--- src/common/fpu_pkg.sv ---
package fpu_pkg;

  // major opcodes claimed from the core's instruction stream
  typedef enum logic [6:0] {
    FPU_OPCODE_LD  = 7'b0000111, // flw
    FPU_OPCODE_SW  = 7'b0100111, // fsw
    FPU_OPCODE_ARI = 7'b1010011  // op-fp group
  } fpu_opcode_t;

  // decoded operation, zero value means nothing claimed
  typedef enum logic [3:0] {
    OP_NONE,
    OP_LOAD,
    OP_STORE,
    OP_SGNJ,   // sign copied from rs2
    OP_SGNJN,  // sign inverted
    OP_SGNJX,  // sign xor
    OP_MIN,
    OP_MAX,
    OP_EQ,
    OP_LT,
    OP_LE,
    OP_MV_XW,  // fp reg -> int rd
    OP_MV_WX   // int rs1 -> fp reg
  } fpu_op_t;

  // funct7 values of the supported op-fp encodings (fmt = single)
  localparam logic [6:0] FUNCT7_SGNJ   = 7'b0010000;
  localparam logic [6:0] FUNCT7_MINMAX = 7'b0010100;
  localparam logic [6:0] FUNCT7_CMP    = 7'b1010000;
  localparam logic [6:0] FUNCT7_MV_XW  = 7'b1110000;
  localparam logic [6:0] FUNCT7_MV_WX  = 7'b1111000;

  // decode -> execute, registered at the claim edge
  typedef struct packed {
    logic               start;   // valid claimed instruction in execute
    fpu_op_t            op;
    logic [4:0]         rs1;     // fp source a
    logic [4:0]         rs2;     // fp source b, store data
    logic [4:0]         rd;      // fp or int destination
    logic signed [11:0] imm;     // i or s offset
    logic [31:0]        int_src; // core rs1 value taken with the insn
  } decode_execute_t;

  // execute -> result
  typedef struct packed {
    logic        f_wen; // write fp register file
    logic        x_wen; // write integer rd in the core
    logic [4:0]  rd;
    logic [31:0] data;
  } execute_result_t;

endpackage

--- src/common/fpu_reg_if.sv ---
// register file read ports between execute and result
interface fpu_reg_if;

  logic [4:0]  rsel_s_0;  // read select a
  logic [4:0]  rsel_s_1;  // read select b
  logic [31:0] fdata_s_0; // read data a, combinational
  logic [31:0] fdata_s_1; // read data b, combinational

  // execute side picks the registers and takes the data
  modport exec (
    output rsel_s_0,
    output rsel_s_1,
    input  fdata_s_0,
    input  fdata_s_1
  );

  // result side owns the register file
  modport wb (
    input  rsel_s_0,
    input  rsel_s_1,
    output fdata_s_0,
    output fdata_s_1
  );

endinterface

--- src/source/fpu_decode.sv ---
module fpu_decode import fpu_pkg::*; (
  input  logic            CLK,
  input  logic            rst_n,
  input  logic            insn_valid,
  input  logic [31:0]     insn,
  input  logic [31:0]     int_rs1_data,
  output logic            insn_claim,
  output decode_execute_t idex
);

  logic [6:0]  opcode;
  logic [2:0]  funct3;
  logic [6:0]  funct7;
  logic [4:0]  rs1;
  logic [4:0]  rs2;
  logic [4:0]  rd;
  logic [11:0] imm_i;
  logic [11:0] imm_s;
  logic [11:0] imm;
  fpu_op_t     op;

  // r, i and s fields
  assign opcode = insn[6:0];
  assign rd     = insn[11:7];
  assign funct3 = insn[14:12];
  assign rs1    = insn[19:15];
  assign rs2    = insn[24:20];
  assign funct7 = insn[31:25];
  assign imm_i  = insn[31:20];
  assign imm_s  = {insn[31:25], insn[11:7]}; // store splits offset around rs2

  assign imm = (opcode == FPU_OPCODE_SW) ? imm_s : imm_i;

  always_comb begin
    op = OP_NONE;
    case (opcode)
      FPU_OPCODE_LD: if (funct3 == 3'b010) op = OP_LOAD;  // word width only
      FPU_OPCODE_SW: if (funct3 == 3'b010) op = OP_STORE;
      FPU_OPCODE_ARI: begin
        case (funct7)
          FUNCT7_SGNJ: begin
            case (funct3)
              3'b000:  op = OP_SGNJ;
              3'b001:  op = OP_SGNJN;
              3'b010:  op = OP_SGNJX;
              default: op = OP_NONE;
            endcase
          end
          FUNCT7_MINMAX: begin
            if (funct3 == 3'b000) op = OP_MIN;
            else if (funct3 == 3'b001) op = OP_MAX;
          end
          FUNCT7_CMP: begin
            case (funct3)
              3'b010:  op = OP_EQ;
              3'b001:  op = OP_LT;
              3'b000:  op = OP_LE;
              default: op = OP_NONE;
            endcase
          end
          // moves need rs2 = 0, funct3 = 1 here would be fclass
          FUNCT7_MV_XW: if (funct3 == 3'b000 && rs2 == 5'd0) op = OP_MV_XW;
          FUNCT7_MV_WX: if (funct3 == 3'b000 && rs2 == 5'd0) op = OP_MV_WX;
          default:      op = OP_NONE; // fadd and friends fall here
        endcase
      end
      default: op = OP_NONE;
    endcase
  end

  assign insn_claim = insn_valid && (op != OP_NONE);

  always_ff @(posedge CLK, negedge rst_n) begin
    if (!rst_n) begin
      idex <= '0;
    end else begin
      idex.start   <= insn_claim;
      idex.op      <= op;
      idex.rs1     <= rs1;
      idex.rs2     <= rs2;
      idex.rd      <= rd;
      idex.imm     <= imm;
      idex.int_src <= int_rs1_data; // core only holds it for the claim cycle
    end
  end

endmodule

--- src/source/fpu_execute.sv ---
module fpu_execute import fpu_pkg::*; #(
  parameter int MEM_ADDR_W = 16
) (
  input  decode_execute_t        idex,
  fpu_reg_if.exec                regs,
  output logic                   mem_ren,
  output logic                   mem_wen,
  output logic [MEM_ADDR_W-1:0]  mem_addr,
  output logic [31:0]            mem_wdata,
  input  logic [31:0]            mem_rdata,
  output execute_result_t        exwb
);

  logic [31:0] fa;        // fp rs1
  logic [31:0] fb;        // fp rs2
  logic [31:0] addr_sum;
  logic        a_lt_b;    // total order, -0 below +0
  logic        both_zero;
  logic        feq;
  logic        flt;
  logic        fle;

  // operand read, result lands in the same cycle
  assign regs.rsel_s_0 = idex.rs1;
  assign regs.rsel_s_1 = idex.rs2;
  assign fa = regs.fdata_s_0;
  assign fb = regs.fdata_s_1;

  // effective address
  assign addr_sum  = idex.int_src + {{20{idex.imm[11]}}, idex.imm};
  assign mem_addr  = addr_sum[MEM_ADDR_W-1:0]; // upper bits dropped
  assign mem_ren   = idex.start && (idex.op == OP_LOAD);
  assign mem_wen   = idex.start && (idex.op == OP_STORE);
  assign mem_wdata = fb;

  // sign-magnitude ordering
  always_comb begin
    if (fa[31] != fb[31]) begin
      a_lt_b = fa[31];                // negative side is smaller
    end else if (fa[31]) begin
      a_lt_b = fa[30:0] > fb[30:0];   // both negative, larger magnitude is smaller
    end else begin
      a_lt_b = fa[30:0] < fb[30:0];
    end
  end

  // compares see +0 and -0 as equal
  assign both_zero = (fa[30:0] == 31'd0) && (fb[30:0] == 31'd0);
  assign feq       = (fa == fb) || both_zero;
  assign flt       = a_lt_b && !both_zero;
  assign fle       = flt || feq;

  always_comb begin
    exwb.f_wen = 1'b0;
    exwb.x_wen = 1'b0;
    exwb.rd    = idex.rd;
    exwb.data  = '0;
    case (idex.op)
      OP_LOAD: begin
        exwb.f_wen = 1'b1;
        exwb.data  = mem_rdata; // memory answers in this cycle
      end
      OP_SGNJ: begin
        exwb.f_wen = 1'b1;
        exwb.data  = {fb[31], fa[30:0]};
      end
      OP_SGNJN: begin
        exwb.f_wen = 1'b1;
        exwb.data  = {~fb[31], fa[30:0]};
      end
      OP_SGNJX: begin
        exwb.f_wen = 1'b1;
        exwb.data  = {fa[31] ^ fb[31], fa[30:0]};
      end
      OP_MIN: begin
        exwb.f_wen = 1'b1;
        exwb.data  = a_lt_b ? fa : fb;
      end
      OP_MAX: begin
        exwb.f_wen = 1'b1;
        exwb.data  = a_lt_b ? fb : fa;
      end
      OP_EQ: begin
        exwb.x_wen = 1'b1;
        exwb.data  = {31'd0, feq};
      end
      OP_LT: begin
        exwb.x_wen = 1'b1;
        exwb.data  = {31'd0, flt};
      end
      OP_LE: begin
        exwb.x_wen = 1'b1;
        exwb.data  = {31'd0, fle};
      end
      OP_MV_XW: begin
        exwb.x_wen = 1'b1;
        exwb.data  = fa;             // raw bits
      end
      OP_MV_WX: begin
        exwb.f_wen = 1'b1;
        exwb.data  = idex.int_src;
      end
      default: ;                     // store and none write nothing
    endcase
    // stale record when nothing was claimed
    if (!idex.start) begin
      exwb.f_wen = 1'b0;
      exwb.x_wen = 1'b0;
    end
  end

endmodule

--- src/source/fpu_result.sv ---
module fpu_result import fpu_pkg::*; (
  input  logic            CLK,
  input  logic            rst_n,
  input  execute_result_t exwb,
  fpu_reg_if.wb           regs,
  output logic            int_wen,
  output logic [4:0]      int_rd,
  output logic [31:0]     int_data
);

  logic [31:0] fregs [32]; // f0..f31, f0 is a normal register

  // two async read ports
  assign regs.fdata_s_0 = fregs[regs.rsel_s_0];
  assign regs.fdata_s_1 = fregs[regs.rsel_s_1];

  // single write port, visible to the next execute cycle
  always_ff @(posedge CLK, negedge rst_n) begin
    if (!rst_n) begin
      for (int i = 0; i < 32; i++) begin
        fregs[i] <= '0;
      end
    end else if (exwb.f_wen) begin
      fregs[exwb.rd] <= exwb.data;
    end
  end

  // integer write-back strobe, one cycle wide
  always_ff @(posedge CLK, negedge rst_n) begin
    if (!rst_n) begin
      int_wen <= 1'b0;
    end else begin
      int_wen <= exwb.x_wen;
    end
  end

  // rd and data held until the next integer result
  always_ff @(posedge CLK) begin
    if (exwb.x_wen) begin
      int_rd   <= exwb.rd;
      int_data <= exwb.data;
    end
  end

endmodule

--- src/source/fpu_ext.sv ---
module fpu_ext import fpu_pkg::*; #(
  parameter int MEM_ADDR_W = 16
) (
  input  logic                  CLK,
  input  logic                  rst_n,
  // instruction stream from the core
  input  logic                  insn_valid,
  input  logic [31:0]           insn,
  input  logic [31:0]           int_rs1_data,
  output logic                  insn_claim,
  // data memory, fixed timing
  output logic                  mem_ren,
  output logic                  mem_wen,
  output logic [MEM_ADDR_W-1:0] mem_addr,
  output logic [31:0]           mem_wdata,
  input  logic [31:0]           mem_rdata,
  // integer register write-back
  output logic                  int_wen,
  output logic [4:0]            int_rd,
  output logic [31:0]           int_data
);

  decode_execute_t idex;  // claim cycle + 1
  execute_result_t exwb;  // into the write-back registers

  fpu_reg_if regs ();     // register file reads

  fpu_decode u_decode (
    .CLK          (CLK),
    .rst_n        (rst_n),
    .insn_valid   (insn_valid),
    .insn         (insn),
    .int_rs1_data (int_rs1_data),
    .insn_claim   (insn_claim),
    .idex         (idex)
  );

  fpu_execute #(
    .MEM_ADDR_W (MEM_ADDR_W)
  ) u_execute (
    .idex      (idex),
    .regs      (regs.exec),
    .mem_ren   (mem_ren),
    .mem_wen   (mem_wen),
    .mem_addr  (mem_addr),
    .mem_wdata (mem_wdata),
    .mem_rdata (mem_rdata),
    .exwb      (exwb)
  );

  fpu_result u_result (
    .CLK      (CLK),
    .rst_n    (rst_n),
    .exwb     (exwb),
    .regs     (regs.wb),
    .int_wen  (int_wen),
    .int_rd   (int_rd),
    .int_data (int_data)
  );

endmodule

--- config.mk ---
export PLATFORM = sky130hd
export DESIGN_NAME = fpu_ext
export DESIGN_NICKNAME = d
export VERILOG_FILES = /design/src/common/fpu_pkg.sv /design/src/common/fpu_reg_if.sv /design/src/source/fpu_decode.sv /design/src/source/fpu_execute.sv /design/src/source/fpu_result.sv /design/src/source/fpu_ext.sv
export SDC_FILE = /design/constraint.sdc
export NUM_CORES = 2
export LEC_CHECK = 0
export BUFFER_PORTS_ARGS = -buffer_cell sky130_fd_sc_hd__buf_4
export CORE_MARGIN = 4
export CORE_UTILIZATION = 40
export CTS_CLUSTER_SIZE = 28
export DETAILED_ROUTE_END_ITERATION = 7
export SLEW_MARGIN = 30
export SYNTH_ARGS = -nofsm -noshare
export SYNTH_HDL_FRONTEND = slang
export SYNTH_SLANG_ARGS = --single-unit
--- constraint.sdc ---
create_clock -name CLK -period 14.83 [get_ports CLK]
set_input_delay 2.966 -clock CLK [delete_from_list [all_inputs] [get_ports CLK]]
set_output_delay 2.966 -clock CLK [all_outputs]
set_load 0.1 [all_outputs]
# After elaboration in Yosys (flattened, before gate mapping)
# Index checks and enable logic that the tools add are counted.
[word_totals]
ramBits = 0
romBits = 0
input_bits = 99
latchBits = 0
out_inout_bits = 89
ff_bits = 1126
n_memories = 0
elab_cells = 123
[classes]
multipliers = 0
shift = 0
bitwise_logic = 5
n_reduce_logical = 17
eq_ne = 24
order_cmp = 6
n_mux = 28
n_div = 0
addsub = 1
[ops]
columns = ["cell", "count"]
rows = [
  ["bitwise mux 1024 bit", 1],
  ["case mux 32 bit (11 select lines)", 1],
  ["binary-select mux 32 bit (select 5 bit)", 2],
  ["2-to-1 mux 32 bit", 7],
  ["demux 32 bit (select 5 bit)", 1],
  ["logical NOT 31 bit", 2],
  ["equality test 32 bit", 1],
  ["> comparator 31 bit", 1],
  ["less-than comparator 31 bit", 1],
  ["equality test 7 bit, second input constant", 4],
  ["case mux 4 bit (3 select lines)", 2],
  ["equality test 4 bit, second input constant", 5],
  ["case mux 4 bit (5 select lines)", 1],
  ["greater-or-equal comparator 6 bit, second input constant", 3],
  ["NOT 5 -> 6 bit", 3],
  ["adder 16 bit", 1],
  ["equality test 4 x 3 -> 1 bit, second input constant", 4],
  ["equality test 7 x 5 -> 1 bit, second input constant", 2],
  ["2-to-1 mux 4 bit", 3],
  ["case mux 3 bit (3 select lines)", 1],
  ["equality test 4 x 2 -> 1 bit, second input constant", 2],
  ["equality test 7 x 3 -> 1 bit, second input constant", 1],
  ["equality test 7 x 6 -> 1 bit, second input constant", 1],
  ["logical AND 1 bit", 7],
  ["18 further kinds", 24],
]

# Logic depth before layout (Yosys ltp)
[depth]
depth_word = 11
ltp_mapped = 26
depth_no_buf = 16

# Cells and area by module
# Synthesis repeated with hierarchy kept, for this count alone.
[unflattened]
hier_cells = 5194
hier_area_um2 = 62632.6
[by_module_without_submodules]
columns = ["mod", "seq_area_each_um2", "cells_per_inst", "area_per_inst_um2", "n_inst"]
rows = [
  ["fpu_result", 26760.7, 4643, 57393.8, 1],
  ["fpu_execute", 0.0, 431, 3224.3, 1],
  ["fpu_decode", 1601.5, 120, 2014.4, 1],
]

# Worst setup path after synthesis
# No wires, ideal clock.
[synth_path]
path_type = "register to output"
startpoint = "register u_decode.idex[0] (netlist name)"
endpoint = "output mem_addr[14]"
path_buffers = 0
arrival_time_ns = 5.420
required_time_ns = 11.864
path_slack_ns = 6.444
stages_incl_launch_ff = 13
path_cell_list = "dfrtp_1 > ha_1 > inv_1 > fa_1 > nor2b_1 > o21ai_0 > a21oi_1 > o21ai_0 > a21boi_0 > o21ai_0 > a21oi_1 > o21a_1 > o311ai_0"
[synth_between]
elab_chain_cells = 1
[synth_rtl]
columns = ["element", "line", "rtl"]
rows = [
  ["adder 16 bit", "fpu_execute.sv:30", "assign addr_sum = idex.int_src + {{20{idex.imm[11]}}, idex.imm};"],
  ["to (decl)", "fpu_ext.sv:14", "output logic [MEM_ADDR_W-1:0] mem_addr,"],
]
# No other way between the ends.

# Final worst setup path
[layout_path]
startpoint = "register u_decode.idex[56] (netlist name)"
endpoint = "register u_result.fregs[1012] (netlist name)"
[layout_between]
elab_chain_cells = 10
elab_cells_between_ends = 13
classes_between = "2 x order compare; 1 x eq/ne; 9 x mux; 1 x bitwise"
[layout_rtl]
columns = ["element", "line", "rtl"]
rows = [
  ["NOT 5 -> 6 bit (not written as such) (*)", "fpu_result.sv:14", "assign regs.fdata_s_0 = fregs[regs.rsel_s_0];"],
  ["binary-select mux 32 bit (select 5 bit) (*)", "fpu_result.sv:14", ""],
  ["2-to-1 mux 32 bit (not written as such) (*) (2 in a row)", "fpu_result.sv:14", ""],
  ["less-than comparator 31 bit / > comparator 31 bit (equally long branches)", "fpu_execute.sv:43, fpu_execute.sv:41", ""],
  ["2-to-1 mux 1 bit", "fpu_execute.sv:40", "end else if (fa[31]) begin"],
  ["2-to-1 mux 1 bit", "fpu_execute.sv:38", "if (fa[31] != fb[31]) begin"],
  ["2-to-1 mux 32 bit (on tied branches)", "fpu_execute.sv:81, fpu_execute.sv:77", ""],
  ["case mux 32 bit (11 select lines) (*)", "fpu_execute.sv:58", "case (idex.op)"],
  ["bitwise mux 1024 bit (*)", "fpu_result.sv:24", "fregs[exwb.rd] <= exwb.data;"],
  ["to (signal, indexed assignment)", "fpu_result.sv:24", ""],
  ["to (decl)", "fpu_result.sv:11", "logic [31:0] fregs [32];"],
]
# Every way passes the cells marked *; elsewhere a longest branch is shown, timed or not. The select of a mux whose other input is x is not followed.
# A chain may end at the register's enable or synchronous reset.

==> qor.yml <==
outcome: "finished clean"
power_leakage_nw: 24.5
grt_util_met3_pct: 8.47
initial_core_util_pct: 40.3
crit_chain: "buf_12 -> buf_4 -> mux4_2 -> and3_1 -> a31oi_1 -> nand4_1 -> ha_1 -> nand4_1 -> nor4_1 -> a211oi_1 -> o2bb2ai_1 -> a311o_1 -> nand3_1 -> nand3_4 -> buf_4 -> a221oi_4 -> buf_4 -> o21ai_0"
maxCapViolCount: 0
n_fill_cell: 13100
route.detailed.wl_per_inst_um: 31.1
area_growth_pct: 13.8
worst_hold_path_type: "reg -> reg"
tns_ns: 0
timing.fmax_mhz: 120
share_of_flip_flops_with_an_asynchronous_set_or_reset_after_synthesis_pct: 96.7
grt_antenna_before_repair: 10
r2r_cells: 18
average_footprint_of_a_synthesized_cell_um2: 10.7
tritoncts_num_sinks: 1126
layout.nets: 5544
use_met1_pct: 40.9
grt_pass1_wl_mm: 330
synth.yosys.seq_area_share_pct: 48.9
hold_path_depth: 2
gr-usage-all-layers_pct: 29.8
number_of_global_route_vias_before_repair: 45600
synthDominantAreaCellType: "sky130_fd_sc_hd__dfrtp_1"
final_layout_size_suffix_gt1_share_pct: 18.6
cp_data_required_time_ns: 15.46
fin_crit_ns: 8.30
drtAntennaViolNets: 0
max-clock-path-buffers: 3
die_area_um2: 151000
synthesis.area_um2: 58000
slew_viol_final: 0
synth_area_leaders: "sky130_fd_sc_hd__dfrtp_1, sky130_fd_sc_hd__mux4_2, sky130_fd_sc_hd__a21oi_1"
gp_routability_congestion: 0.927
dieHeight_um: 389
synth.most_common_cell: "sky130_fd_sc_hd__dfrtp_1"
setup.worst_path.start_class: "flip-flop"
reg2reg_setup_slack_ns: 6.53
fp.dieW_um: 389
cp_slowest_stage_delay_ns: 0.92
grt_start_max_net_pins: 174
cts-buffers-inserted: 121
critPathCaptureType: "flip-flop"
yosysWarnings: 0
clk_transition_reported_paths_ns: 0.07
insertion_delay_ns: 0.78
drt_drc_violations_left: 0
power-per-cell-area_nw_per_um2: 106
final_core_density_pct: 45.9
fp.coreArea_um2: 144000
timing.final.hold_violations: 0
fin_crit_sh_pct: 56.0
synth_enable_flop_cells: 37
worstPathMaxFanout: 107
gr-total-overflow: 0
primary_ff_master_synth: "sky130_fd_sc_hd__dfrtp_1"
setup_violations: 0
cts_hold_buffers: 0
port_buffers: 187
htreeDepth: 3
postSynthNetCount: 5586
cp.arrival_ns: 8.93
drt_first_iter_violations: 6622
most_used_routing_layer_in_global_routing: "met2"
cts_repair_resize_count: 0
crit_path_top_delay_cell: "sky130_fd_sc_hd__dfrtp_4"
synth_common_cells: "sky130_fd_sc_hd__dfrtp_1, sky130_fd_sc_hd__nor2_1, sky130_fd_sc_hd__a21oi_1"
synth.ff_latch_count: 1126
grt_setup_unrepaired: "false"
drt-pass1-iter-count: 8
yosys.cell_types.count: 78
timing_worst_setup_path_type: "reg -> reg"
num_rows: 139
dr_total_vias: 47400
synthesis.instances: 5440
grt.met2_usage_pct: 43.8
timing.hold.ws_ns: 0.502
cpMostUsedCell: "sky130_fd_sc_hd__buf_4"
timing.slew.headroom_pct: 26.5
final_cell_count_without_fillers: 7409
power.ir.vdd_worst_mv: 0.0984
routed_wl_mm: 230
yosys.area.top_type_share_pct: 47.0
hpwlAfterDp_mm: 138
cts.repair_timing.setup_buffer_count: 0
cts.root.buffer_cell: "sky130_fd_sc_hd__clkbuf_16"
clock_tree_from_tritoncts: "yes"
place_inst: 7174
viasPerCell: 6.39
clock_skew_ns: 0.0482
io-pin-count: 188
worst_pin_slew_ns: 1.10
==> kinds of logic (layout without fill, tap and decap cells) <==
family	Yosys count	after routing	share of synthesized area, %
flip-flops	1126	1126	48.9
buffers and inverters	594	657	4.32
multiplexers	736	736	20.1
XOR/XNOR	15	15	0.227
other	0	3	0
AND/OR/NAND/NOR	1426	1426	10.3
AO/OA/AOI/OAI	1496	1496	15.1
adder cells (fa/ha/maj)	47	47	1.03
==> registers in the layout, indices dropped and copies added, names as in the netlist <==
name	flops
u_result.int_data	32
u_result.fregs	1024
u_result.int_rd	5
u_decode.idex	64
u_result.int_wen	1
==> final timing paths <==
| kind | startpoint | to |
|---|---|---|
| setup / recovery | u_decode.idex[56] | u_result.fregs[1012] |
| hold / removal | u_result.fregs[237] | u_result.fregs[237] |
| setup reg to reg | u_decode.idex[56] | u_result.fregs[1012] |
| hold reg to reg | u_result.fregs[237] | u_result.fregs[237] |
| max in group asynchronous | rst_n | u_decode.idex[54] |
| min in group asynchronous | rst_n | u_result.fregs[845] |
==> cell type report <==
cell class	count	area [um^2]	share of cell area [%]
clock inverters	53	603	0.914
flip-flops and latches	1126	28400	43.0
inverters	84	315	0.478
well taps	1903	2380	3.61
repair buffers	345	2860	4.34
clock buffers	175	3510	5.33
diodes	3	7.51	0.0114
multi-input cells	3720	27900	42.3
==> critical path: cells and delay by family, from the launching register on <==
family	cells	cell delay (ns)
flip-flops	1	0.92
AND/OR/NAND/NOR	6	1.93
buffers and inverters	4	2.15
AO/OA/AOI/OAI	6	1.87
adder cells (fa/ha/maj)	1	0.50
multiplexers	1	0.40
==> through the flow <==
stage          power (W)  setup WS, ns  area [um^2]
6_report         0.00697          6.53        66000
5_1_grt          0.00715          6.27        66000
4_1_cts          0.00699          6.63        65800
3_5_place_dp     0.00384          6.72        61700
3_3_place_gp     0.00384          6.67        61600
2_1_floorplan    0.00355          6.44        58000
==> report_power, final <==
| group | internal [W] | switching, W | total, W |
|---|---|---|---|
| Sequential | 0.00309 | 0.0000236 | 0.00312 |
| Combinational | 0.000179 | 0.000500 | 0.000679 |
| Clock | 0.00183 | 0.00135 | 0.00318 |
==> layer usage <==
layer | vias up | wire length (um) | share of wire, %
li1 | 19700 | - | -
met1 | 23800 | 89800 | 39
met2 | 3171 | 100000 | 43
met3 | 646 | 28000 | 12
met4 | 10 | 12200 | 5.3
met5 | - | 83 | 0.036
==> cells in the final DEF (no fill, tap or decap), types with 24 or more instances in the layout <==
cell and instances:
sky130_fd_sc_hd__edfxtp_1 37, sky130_fd_sc_hd__nand3_1 76, sky130_fd_sc_hd__clkbuf_1 28, sky130_fd_sc_hd__clkbuf_16 123, sky130_fd_sc_hd__buf_4 320, sky130_fd_sc_hd__a21oi_1 912, sky130_fd_sc_hd__o21ai_1 33, sky130_fd_sc_hd__a22oi_1 230
sky130_fd_sc_hd__o21ai_0 145, sky130_fd_sc_hd__mux2_2 27, sky130_fd_sc_hd__nand2_1 210, sky130_fd_sc_hd__dfrtp_1 1081, sky130_fd_sc_hd__nor2_1 925, sky130_fd_sc_hd__ha_1 46, sky130_fd_sc_hd__nor2_4 32, sky130_fd_sc_hd__mux4_2 342
sky130_fd_sc_hd__a221oi_1 46, sky130_fd_sc_hd__a221oi_4 26, sky130_fd_sc_hd__a22o_1 29, sky130_fd_sc_hd__nand4_1 51, sky130_fd_sc_hd__inv_1 82, sky130_fd_sc_hd__mux2i_1 367, sky130_fd_sc_hd__clkbuf_8 24, sky130_fd_sc_hd__clkinv_2 26
Power figures use the tool's default switching activity.
